==> src/logic/axi_mem_macros.svh <==
`ifndef AXI_MEM_MACROS_SVH
`define AXI_MEM_MACROS_SVH

`define AXI_ADDR_W      32
`define AXI_DATA_W      32
`define AXI_STRB_W      4
`define AXI_ID_W        4
`define AXI_LEN_W       4

`define AXI_MEM_BYTES   128     // flop memory size
`define AXI_MEM_WORDS   32
`define AXI_MAX_SIZE    2       // 4-byte beats at most
`define AXI_MEM_INIT    8'h0C   // fill byte after reset

`define AXI_BURST_FIXED 2'd0
`define AXI_BURST_INCR  2'd1

`define AXI_RESP_OKAY   2'd0
`define AXI_RESP_SLVERR 2'd2
`define AXI_RESP_DECERR 2'd3

`endif
==> src/logic/axi_mem_pkg.sv <==
`include "axi_mem_macros.svh"

package axi_mem_pkg;

  typedef logic [`AXI_ADDR_W-1:0] addr_t;        // byte address
  typedef logic [`AXI_DATA_W-1:0] data_t;
  typedef logic [`AXI_STRB_W-1:0] strb_t;
  typedef logic [`AXI_ID_W-1:0]   id_t;
  typedef logic [`AXI_LEN_W-1:0]  len_t;         // beats minus one
  typedef logic [2:0]             size_t;
  typedef logic [1:0]             burst_t;
  typedef logic [1:0]             resp_t;
  typedef logic [$clog2(`AXI_MEM_WORDS)-1:0] word_idx_t;

  typedef enum logic [1:0] {
    wr_addr,                                      // waiting for aw
    wr_data,                                      // taking w beats
    wr_resp                                       // holding b
  } wr_state_e;

  typedef enum logic {
    rd_addr,
    rd_data
  } rd_state_e;

endpackage

==> src/logic/axi_mem_slave.sv <==
`timescale 1ns/1ns

module axi_mem_slave (
  input  logic                clk,
  input  logic                resetn,
  input  logic                awvalid,
  output logic                awready,
  input  axi_mem_pkg::id_t    awid,
  input  axi_mem_pkg::addr_t  awaddr,
  input  axi_mem_pkg::len_t   awlen,
  input  axi_mem_pkg::size_t  awsize,
  input  axi_mem_pkg::burst_t awburst,
  input  logic                wvalid,
  output logic                wready,
  input  axi_mem_pkg::data_t  wdata,
  input  axi_mem_pkg::strb_t  wstrb,
  input  logic                wlast,
  output logic                bvalid,
  input  logic                bready,
  output axi_mem_pkg::id_t    bid,
  output axi_mem_pkg::resp_t  bresp,
  input  logic                arvalid,
  output logic                arready,
  input  axi_mem_pkg::id_t    arid,
  input  axi_mem_pkg::addr_t  araddr,
  input  axi_mem_pkg::len_t   arlen,
  input  axi_mem_pkg::size_t  arsize,
  input  axi_mem_pkg::burst_t arburst,
  output logic                rvalid,
  input  logic                rready,
  output axi_mem_pkg::id_t    rid,
  output axi_mem_pkg::data_t  rdata,
  output axi_mem_pkg::resp_t  rresp,
  output logic                rlast
);

  logic                   mem_we;
  axi_mem_pkg::word_idx_t mem_waddr;
  axi_mem_pkg::data_t     mem_wdata;
  axi_mem_pkg::strb_t     mem_wstrb;
  axi_mem_pkg::word_idx_t mem_raddr;     // read side owns this port
  axi_mem_pkg::data_t     mem_rdata;

  //////////////////////////////////////////////////////////////////////
  // write path
  //////////////////////////////////////////////////////////////////////
  axi_write_ctrl u_write (
    .clk       (clk),       .resetn   (resetn),
    .awvalid   (awvalid),   .awready  (awready),
    .awid      (awid),      .awaddr   (awaddr),
    .awlen     (awlen),     .awsize   (awsize),
    .awburst   (awburst),
    .wvalid    (wvalid),    .wready   (wready),
    .wdata     (wdata),     .wstrb    (wstrb),
    .wlast     (wlast),
    .bvalid    (bvalid),    .bready   (bready),
    .bid       (bid),       .bresp    (bresp),
    .mem_we    (mem_we),    .mem_waddr(mem_waddr),
    .mem_wdata (mem_wdata), .mem_wstrb(mem_wstrb)
  );

  //////////////////////////////////////////////////////////////////////
  // read path
  //////////////////////////////////////////////////////////////////////
  axi_read_ctrl u_read (
    .clk      (clk),       .resetn   (resetn),
    .arvalid  (arvalid),   .arready  (arready),
    .arid     (arid),      .araddr   (araddr),
    .arlen    (arlen),     .arsize   (arsize),
    .arburst  (arburst),
    .rvalid   (rvalid),    .rready   (rready),
    .rid      (rid),       .rdata    (rdata),
    .rresp    (rresp),     .rlast    (rlast),
    .mem_raddr(mem_raddr), .mem_rdata(mem_rdata)
  );

  axi_mem_array u_mem (
    .clk   (clk),
    .resetn(resetn),
    .we    (mem_we),
    .waddr (mem_waddr),
    .wdata (mem_wdata),
    .wstrb (mem_wstrb),
    .raddr (mem_raddr),
    .rdata (mem_rdata)
  );

endmodule

==> src/logic/axi_read_ctrl.sv <==
`timescale 1ns/1ns
`include "axi_mem_macros.svh"

module axi_read_ctrl (
  input  logic                   clk,
  input  logic                   resetn,
  input  logic                   arvalid,
  output logic                   arready,
  input  axi_mem_pkg::id_t       arid,
  input  axi_mem_pkg::addr_t     araddr,
  input  axi_mem_pkg::len_t      arlen,
  input  axi_mem_pkg::size_t     arsize,
  input  axi_mem_pkg::burst_t    arburst,
  output logic                   rvalid,
  input  logic                   rready,
  output axi_mem_pkg::id_t       rid,
  output axi_mem_pkg::data_t     rdata,
  output axi_mem_pkg::resp_t     rresp,
  output logic                   rlast,
  output axi_mem_pkg::word_idx_t mem_raddr,
  input  axi_mem_pkg::data_t     mem_rdata
);

  axi_mem_pkg::rd_state_e state;
  axi_mem_pkg::id_t       id_q;
  axi_mem_pkg::len_t      len_q;
  axi_mem_pkg::len_t      cnt_q;           // beats sent so far
  axi_mem_pkg::size_t     size_q;
  axi_mem_pkg::burst_t    burst_q;
  axi_mem_pkg::addr_t     addr_q;
  axi_mem_pkg::resp_t     resp_q;
  axi_mem_pkg::resp_t     ar_resp;
  logic [`AXI_ADDR_W:0]   ar_span;
  logic [`AXI_ADDR_W:0]   ar_last_addr;
  logic                   ar_fire;
  logic                   r_fire;

  assign arready = (state == axi_mem_pkg::rd_addr);
  assign rvalid  = (state == axi_mem_pkg::rd_data);
  assign rid     = id_q;
  assign rresp   = resp_q;
  assign rlast   = rvalid && (cnt_q == len_q);

  assign ar_fire = arvalid && arready;
  assign r_fire  = rvalid && rready;

  //////////////////////////////////////////////////////////////////////
  // error check on the ar request, same rules as the write side
  //////////////////////////////////////////////////////////////////////
  always_comb begin
    ar_span      = arlen;
    ar_span      = ar_span << arsize[1:0];
    ar_last_addr = {1'b0, araddr};
    if (arburst == `AXI_BURST_INCR) begin
      ar_last_addr = ar_last_addr + ar_span;
    end
    if (arsize > `AXI_MAX_SIZE ||
        (arburst != `AXI_BURST_FIXED && arburst != `AXI_BURST_INCR)) begin
      ar_resp = `AXI_RESP_SLVERR;
    end else if (ar_last_addr >= `AXI_MEM_BYTES) begin
      ar_resp = `AXI_RESP_DECERR;
    end else begin
      ar_resp = `AXI_RESP_OKAY;
    end
  end

  always_ff @(posedge clk or negedge resetn) begin
    if (!resetn) begin
      state <= axi_mem_pkg::rd_addr;
    end else begin
      case (state)
        axi_mem_pkg::rd_addr: if (ar_fire) state <= axi_mem_pkg::rd_data;
        axi_mem_pkg::rd_data: if (r_fire && rlast) state <= axi_mem_pkg::rd_addr;
        default:              state <= axi_mem_pkg::rd_addr;
      endcase
    end
  end

  always_ff @(posedge clk) begin
    if (ar_fire) begin
      id_q    <= arid;
      len_q   <= arlen;
      size_q  <= arsize;
      burst_q <= arburst;
      addr_q  <= araddr;
      resp_q  <= ar_resp;
      cnt_q   <= '0;
    end else if (r_fire) begin
      cnt_q <= cnt_q + 1'b1;
      if (burst_q == `AXI_BURST_INCR) begin
        addr_q <= addr_q + (axi_mem_pkg::addr_t'(1) << size_q[1:0]);
      end
    end
  end

  assign mem_raddr = axi_mem_pkg::word_idx_t'(addr_q >> 2);
  // zero data on error beats
  assign rdata     = (rvalid && resp_q == `AXI_RESP_OKAY) ? mem_rdata : '0;

endmodule

==> src/logic/axi_write_ctrl.sv <==
`timescale 1ns/1ns
`include "axi_mem_macros.svh"

module axi_write_ctrl (
  input  logic                   clk,
  input  logic                   resetn,
  input  logic                   awvalid,
  output logic                   awready,
  input  axi_mem_pkg::id_t       awid,
  input  axi_mem_pkg::addr_t     awaddr,
  input  axi_mem_pkg::len_t      awlen,
  input  axi_mem_pkg::size_t     awsize,
  input  axi_mem_pkg::burst_t    awburst,
  input  logic                   wvalid,
  output logic                   wready,
  input  axi_mem_pkg::data_t     wdata,
  input  axi_mem_pkg::strb_t     wstrb,
  input  logic                   wlast,
  output logic                   bvalid,
  input  logic                   bready,
  output axi_mem_pkg::id_t       bid,
  output axi_mem_pkg::resp_t     bresp,
  output logic                   mem_we,
  output axi_mem_pkg::word_idx_t mem_waddr,
  output axi_mem_pkg::data_t     mem_wdata,
  output axi_mem_pkg::strb_t     mem_wstrb
);

  axi_mem_pkg::wr_state_e state;
  axi_mem_pkg::id_t       id_q;
  axi_mem_pkg::len_t      len_q;
  axi_mem_pkg::len_t      cnt_q;           // beats taken so far
  axi_mem_pkg::size_t     size_q;
  axi_mem_pkg::burst_t    burst_q;
  axi_mem_pkg::addr_t     addr_q;          // current beat address
  axi_mem_pkg::resp_t     resp_q;
  axi_mem_pkg::resp_t     aw_resp;
  logic [`AXI_ADDR_W:0]   aw_span;
  logic [`AXI_ADDR_W:0]   aw_last_addr;    // extra bit catches carry out
  logic                   aw_fire;
  logic                   w_fire;
  logic                   w_done;

  assign awready = (state == axi_mem_pkg::wr_addr);
  assign wready  = (state == axi_mem_pkg::wr_data);
  assign bvalid  = (state == axi_mem_pkg::wr_resp);
  assign bid     = id_q;
  assign bresp   = resp_q;

  assign aw_fire = awvalid && awready;
  assign w_fire  = wvalid && wready;
  assign w_done  = wlast || (cnt_q == len_q);   // whichever comes first ends the burst

  //////////////////////////////////////////////////////////////////////
  // response decided once, at the aw transfer
  //////////////////////////////////////////////////////////////////////
  always_comb begin
    aw_span      = awlen;
    aw_span      = aw_span << awsize[1:0];
    aw_last_addr = {1'b0, awaddr};
    if (awburst == `AXI_BURST_INCR) begin
      aw_last_addr = aw_last_addr + aw_span;
    end
    if (awsize > `AXI_MAX_SIZE ||
        (awburst != `AXI_BURST_FIXED && awburst != `AXI_BURST_INCR)) begin
      aw_resp = `AXI_RESP_SLVERR;
    end else if (aw_last_addr >= `AXI_MEM_BYTES) begin
      aw_resp = `AXI_RESP_DECERR;
    end else begin
      aw_resp = `AXI_RESP_OKAY;
    end
  end

  always_ff @(posedge clk or negedge resetn) begin
    if (!resetn) begin
      state <= axi_mem_pkg::wr_addr;
    end else begin
      case (state)
        axi_mem_pkg::wr_addr: if (aw_fire) state <= axi_mem_pkg::wr_data;
        axi_mem_pkg::wr_data: if (w_fire && w_done) state <= axi_mem_pkg::wr_resp;
        axi_mem_pkg::wr_resp: if (bready) state <= axi_mem_pkg::wr_addr;
        default:              state <= axi_mem_pkg::wr_addr;
      endcase
    end
  end

  always_ff @(posedge clk) begin
    if (aw_fire) begin
      id_q    <= awid;
      len_q   <= awlen;
      size_q  <= awsize;
      burst_q <= awburst;
      addr_q  <= awaddr;
      resp_q  <= aw_resp;
      cnt_q   <= '0;
    end else if (w_fire) begin
      cnt_q <= cnt_q + 1'b1;
      if (burst_q == `AXI_BURST_INCR) begin
        addr_q <= addr_q + (axi_mem_pkg::addr_t'(1) << size_q[1:0]);  // FIXED stays put
      end
    end
  end

  assign mem_we    = w_fire && (resp_q == `AXI_RESP_OKAY);   // erroring beats are dropped
  assign mem_waddr = axi_mem_pkg::word_idx_t'(addr_q >> 2);
  assign mem_wdata = wdata;
  assign mem_wstrb = wstrb;

endmodule

==> src/logic/axi_mem_array.sv <==
`timescale 1ns/1ns
`include "axi_mem_macros.svh"

module axi_mem_array (
  input  logic                  clk,
  input  logic                  resetn,
  input  logic                  we,
  input  axi_mem_pkg::word_idx_t waddr,
  input  axi_mem_pkg::data_t    wdata,
  input  axi_mem_pkg::strb_t    wstrb,
  input  axi_mem_pkg::word_idx_t raddr,
  output axi_mem_pkg::data_t    rdata
);

  logic [7:0] mem [`AXI_MEM_WORDS][`AXI_STRB_W];   // word x byte lane

  always_ff @(posedge clk or negedge resetn) begin
    if (!resetn) begin
      for (int w = 0; w < `AXI_MEM_WORDS; w++) begin
        for (int b = 0; b < `AXI_STRB_W; b++) begin
          mem[w][b] <= `AXI_MEM_INIT;
        end
      end
    end else if (we) begin
      for (int b = 0; b < `AXI_STRB_W; b++) begin
        if (wstrb[b]) begin
          mem[waddr][b] <= wdata[b*8 +: 8];           // only strobed lanes change
        end
      end
    end
  end

  always_comb begin
    for (int b = 0; b < `AXI_STRB_W; b++) begin
      rdata[b*8 +: 8] = mem[raddr][b];
    end
  end

endmodule

==> config.mk <==
export PLATFORM = sky130hd
export DESIGN_NAME = axi_mem_slave
export DESIGN_NICKNAME = d
export VERILOG_FILES = /design/src/logic/axi_mem_pkg.sv /design/src/logic/axi_mem_slave.sv /design/src/logic/axi_read_ctrl.sv /design/src/logic/axi_write_ctrl.sv /design/src/logic/axi_mem_array.sv
export VERILOG_INCLUDE_DIRS = /design/src /design/src/logic
export SDC_FILE = /design/constraint.sdc
export NUM_CORES = 2
export LEC_CHECK = 0
export BUFFER_PORTS_ARGS = -buffer_cell sky130_fd_sc_hd__buf_2
export CORE_UTILIZATION = 40
export CTS_CLUSTER_SIZE = 14
export DETAILED_ROUTE_END_ITERATION = 12
export GPL_TIMING_DRIVEN = 0
export PLACE_DENSITY_LB_ADDON = 0.08
export SKIP_LAST_GASP = 1
export SYNTH_ARGS = -nofsm -noshare
export SYNTH_HDL_FRONTEND = slang
export SYNTH_SLANG_ARGS = --single-unit
==> constraint.sdc <==
create_clock -name clk -period 3.89 [get_ports clk]
set_clock_uncertainty 0.15 [all_clocks]
set_input_delay 0.778 -clock clk [delete_from_list [all_inputs] [get_ports clk]]
set_output_delay 0.778 -clock clk [all_outputs]
set_load 0.005 [all_outputs]
==> impl_metrics.yaml <==
floorplanning:
  floorplan.core_area_um2: 128000
  start_util_pct: 40.5
  io_pins: 184
  fp.dieW_um: 362
  fp.dieArea_um2: 131000
  die_y_um: 362
  rows: 131
place:
  gp_routability_congestion: 0.905
  dp_area_um2: 55200
  pre_cts_ws_ns: -1.28
  hpwlAfterDp_um: 108000
  port-buffer-count: 179
sta:
  timing_hold_violations_final: 0
  slew-limit-headroom_pct: 30.2
  tightestPinTransition_ns: 1.04
  fin_tns_setup_ns: -9.23
  clock.fmax_mhz: 236
  min_period_over_period_pct: 109
  timing.final.crit_period_ns: 4.24
  unrepaired_setup_endpoints_after_global_routing: "true"
  finalSetupViolations: 32
  finalMaxSlewViolations: 0
  final.setup.worst_slack_ns: -0.350
cells_and_area:
  share_of_cells_above_drive_strength_1_pct: 53.3
  fin_area_um2: 60600
  layout-area-overhead-vs-synth_pct: 16.7
  design.final.nets: 3786
  n_fill_cell: 11000
  seq_area_um2: 27400
  multiInputGateArea_um2: 23600
yosys:
  postSynth.asyncResetShare_pct: 95.4
  mapped_area_um2: 51900
  synthTopCellsByCount: "sky130_fd_sc_hd__dfrtp_1, sky130_fd_sc_hd__mux2_2, sky130_fd_sc_hd__mux4_2"
  synth_sequential_area_ratio_pct: 52.9
  ys_warn_count: 0
  synth_register_bits: 1077
  postSynthNetCount: 3443
  synthesized_instance_count: 3281
  yosys.cell_count.top_type: "sky130_fd_sc_hd__dfrtp_1"
  ys_types: 75
  synth.area.top_cells: "sky130_fd_sc_hd__dfrtp_1, sky130_fd_sc_hd__mux2_2, sky130_fd_sc_hd__mux4_2, sky130_fd_sc_hd__dfstp_2, sky130_fd_sc_hd__mux2_1"
  mean_post_synth_cell_area_um2: 15.8
  post-synth-top-area-fraction_pct: 37.2
  synthFlopType: "sky130_fd_sc_hd__dfrtp_1"
  synth-edff-count: 42
  synthDominantAreaCellType: "sky130_fd_sc_hd__dfrtp_1"
drt:
  detailroute.via_count: 30900
  drt-pass1-iter-count: 6
  dr.first_iter.drc_count: 1975
  drt_wl_total_um: 152000
  final_antenna_net_count: 0
  vias_per_cell: 5.67
  route.detailed.drc: 0
  wl_per_instance_um: 27.9
pwr:
  ir_drop_mv: 0.372
  power_density_nw_per_um2: 439
  total_power_of_the_final_layout_w: 0.0266
  power_leakage_nw: 26.9
clock_tree:
  clk_root_buffer_cell: "sky130_fd_sc_hd__clkbuf_16"
  clock_latency_ns: 0.73
  h-tree-depth: 3
  total_cts_buffers: 119
  cts_tree: "yes"
  path_clk_slew_ns: 0.06
  clockBufferDepth: 3
  numClockSinks: 1077
setup_path:
  timing.critical_path.arrival_ns: 3.31
  cp_cell_sequence: "buf_12 > buf_16 > buf_12 > mux4_2 > mux4_2 > mux2i_4 > nor2_4 > buf_2"
  critical_path_class: "flip-flop to primary output"
  worst_ep_required_time_ns: 2.96
  cp_slowest_stage_delay_ns: 0.54
  r2r_setup_slack_ns: 0.57
  crit_slowest_cell: "sky130_fd_sc_hd__mux4_2"
  nature_of_the_critical_path_endpoint: "primary output"
  worst_setup_path_start_kind: "flip-flop"
  worstPathMaxFanout: 10
grt:
  grt_pass1_wl_um: 227000
  number_of_global_route_vias_before_repair: 33500
  grt_max_degree: 128
  grt.met3_usage_pct: 5.35
  gr-total-overflow: 0
  antenna_found_initial: 10
  grt_busiest_layer: "met2"
  grt_util_met2_pct: 39.8
  globalRouteMet1Util_pct: 30.2
  grtUsageTotal_pct: 23.5
outcome:
  status: "finished, violations left"
  violations_in_the_final_reports: "negative setup slack"
job:
  max_cap_violations: 0
min_path:
  hold_path.class: "primary input to flip-flop"
[repair_timing]
item,CTS,global route
pin swaps,1,2
buffers inserted,18,9
resized for setup,237,20
setup endpoints to repair,32,36
endpoints found under the hold margin,61,0
cloned,6,5
hold buffers,3,0
[cell families (layout without fill, tap and decap cells)]
logic type	count (synthesis)	after routing	synth area share [%]
multiplexers	1390	1390	37.0
flip-flops	1077	1077	52.9
AND/OR/NAND/NOR	418	418	5.58
buffers and inverters	221	670	1.83
AO/OA/AOI/OAI	117	117	1.50
XOR/XNOR	30	30	0.506
adder cells (fa/ha/maj)	28	28	0.733
other	0	1	0
[worst paths after layout]
| check | from | end | depth (start not counted) |
|---|---|---|---|
| setup / recovery | u_read.addr_q[2] | rdata[16] | 8 |
| hold / removal | arid[1] | u_read.rid[1] | 1 |
| setup reg to reg | u_write.addr_q[5] | u_mem.mem[793] | 5 |
| hold reg to reg | u_mem.mem[741] | u_mem.mem[741] | 1 |
| max in group asynchronous | resetn | u_mem.mem[489] | 6 |
| min in group asynchronous | resetn | u_mem.mem[313] | 3 |
[power breakdown]
part / internal (W) / switching (W)
Sequential: 0.0116 / 0.000166
Combinational: 0.00135 / 0.00223
Clock: 0.00658 / 0.00473
[cell usage in the layout, fill, tap and decap left out, types with 11 or more instances in the layout]
master and count:
sky130_fd_sc_hd__nand2_1 67, sky130_fd_sc_hd__mux2i_1 33, sky130_fd_sc_hd__dfstp_2 256, sky130_fd_sc_hd__clkbuf_1 150
sky130_fd_sc_hd__nor2_2 14, sky130_fd_sc_hd__inv_1 16, sky130_fd_sc_hd__edfxtp_1 42, sky130_fd_sc_hd__a21oi_1 31
sky130_fd_sc_hd__dfrtp_1 771, sky130_fd_sc_hd__nand3_1 23, sky130_fd_sc_hd__clkbuf_8 50, sky130_fd_sc_hd__nor4_1 12
sky130_fd_sc_hd__nor2_1 66, sky130_fd_sc_hd__clkinv_2 18, sky130_fd_sc_hd__buf_4 26, sky130_fd_sc_hd__nor2_4 121
sky130_fd_sc_hd__xnor2_1 15, sky130_fd_sc_hd__and3_1 13, sky130_fd_sc_hd__o21ai_0 20, sky130_fd_sc_hd__nand2b_1 11
sky130_fd_sc_hd__nor3_1 14, sky130_fd_sc_hd__mux2_2 755, sky130_fd_sc_hd__mux2_1 274, sky130_fd_sc_hd__buf_12 18
sky130_fd_sc_hd__mux4_2 320, sky130_fd_sc_hd__nor2b_1 12, sky130_fd_sc_hd__nand4_1 21, sky130_fd_sc_hd__clkbuf_16 127
sky130_fd_sc_hd__buf_2 189, sky130_fd_sc_hd__a211oi_1 13, sky130_fd_sc_hd__buf_16 28, sky130_fd_sc_hd__xor2_1 15
sky130_fd_sc_hd__ha_1 24
[flip-flops by register name (all words and copies together) (netlist names), 4 cells and up]
| signal | flops |
|---|---|
| u_mem.mem | 1024 |
| u_read.addr_q | 7 |
| u_write.addr_q | 7 |
| u_read.cnt_q | 4 |
| u_read.len_q | 4 |
| u_read.rid | 4 |
| u_write.bid | 4 |
| u_write.cnt_q | 4 |
| u_write.len_q | 4 |
[worst max-delay path, delay by kind of cell, from the launching register on]
kind / cells / cell delay [ns]
flops: 1 / 0.40
mux: 3 / 1.27
buf+inv: 4 / 0.75
simple gates: 1 / 0.09
[layer usage]
metal	share of wire, %	up-vias
met1	42	16800
met2	50	816
li1	-	13100
met3	5.2	275
met4	2.8	6
met5	0.079	-
[final cells by class]
cell class / count / share of cell area [%]
inverter: 17 / 0.105
clock buffer: 194 / 6.01
clock inverter: 33 / 0.537
antenna: 1 / 0.00413
sequential: 1077 / 45.3
tap: 1729 / 3.57
buffer: 199 / 2.69
timing repair buffer: 227 / 2.83
multi-input combinational: 1983 / 39.0
[through the flow]
step	hold WS (ns)	utilization (%)	std cells
floorplan	0.302	-	3281
global placement	0.312	42.9	5189
detailed placement	0.322	43.1	5198
CTS	0.0000325	47.1	5447
global route	0.0130	47.3	5459
finish	0.0716	47.3	5460
No activity file was read; power rests on OpenSTA's default activity.
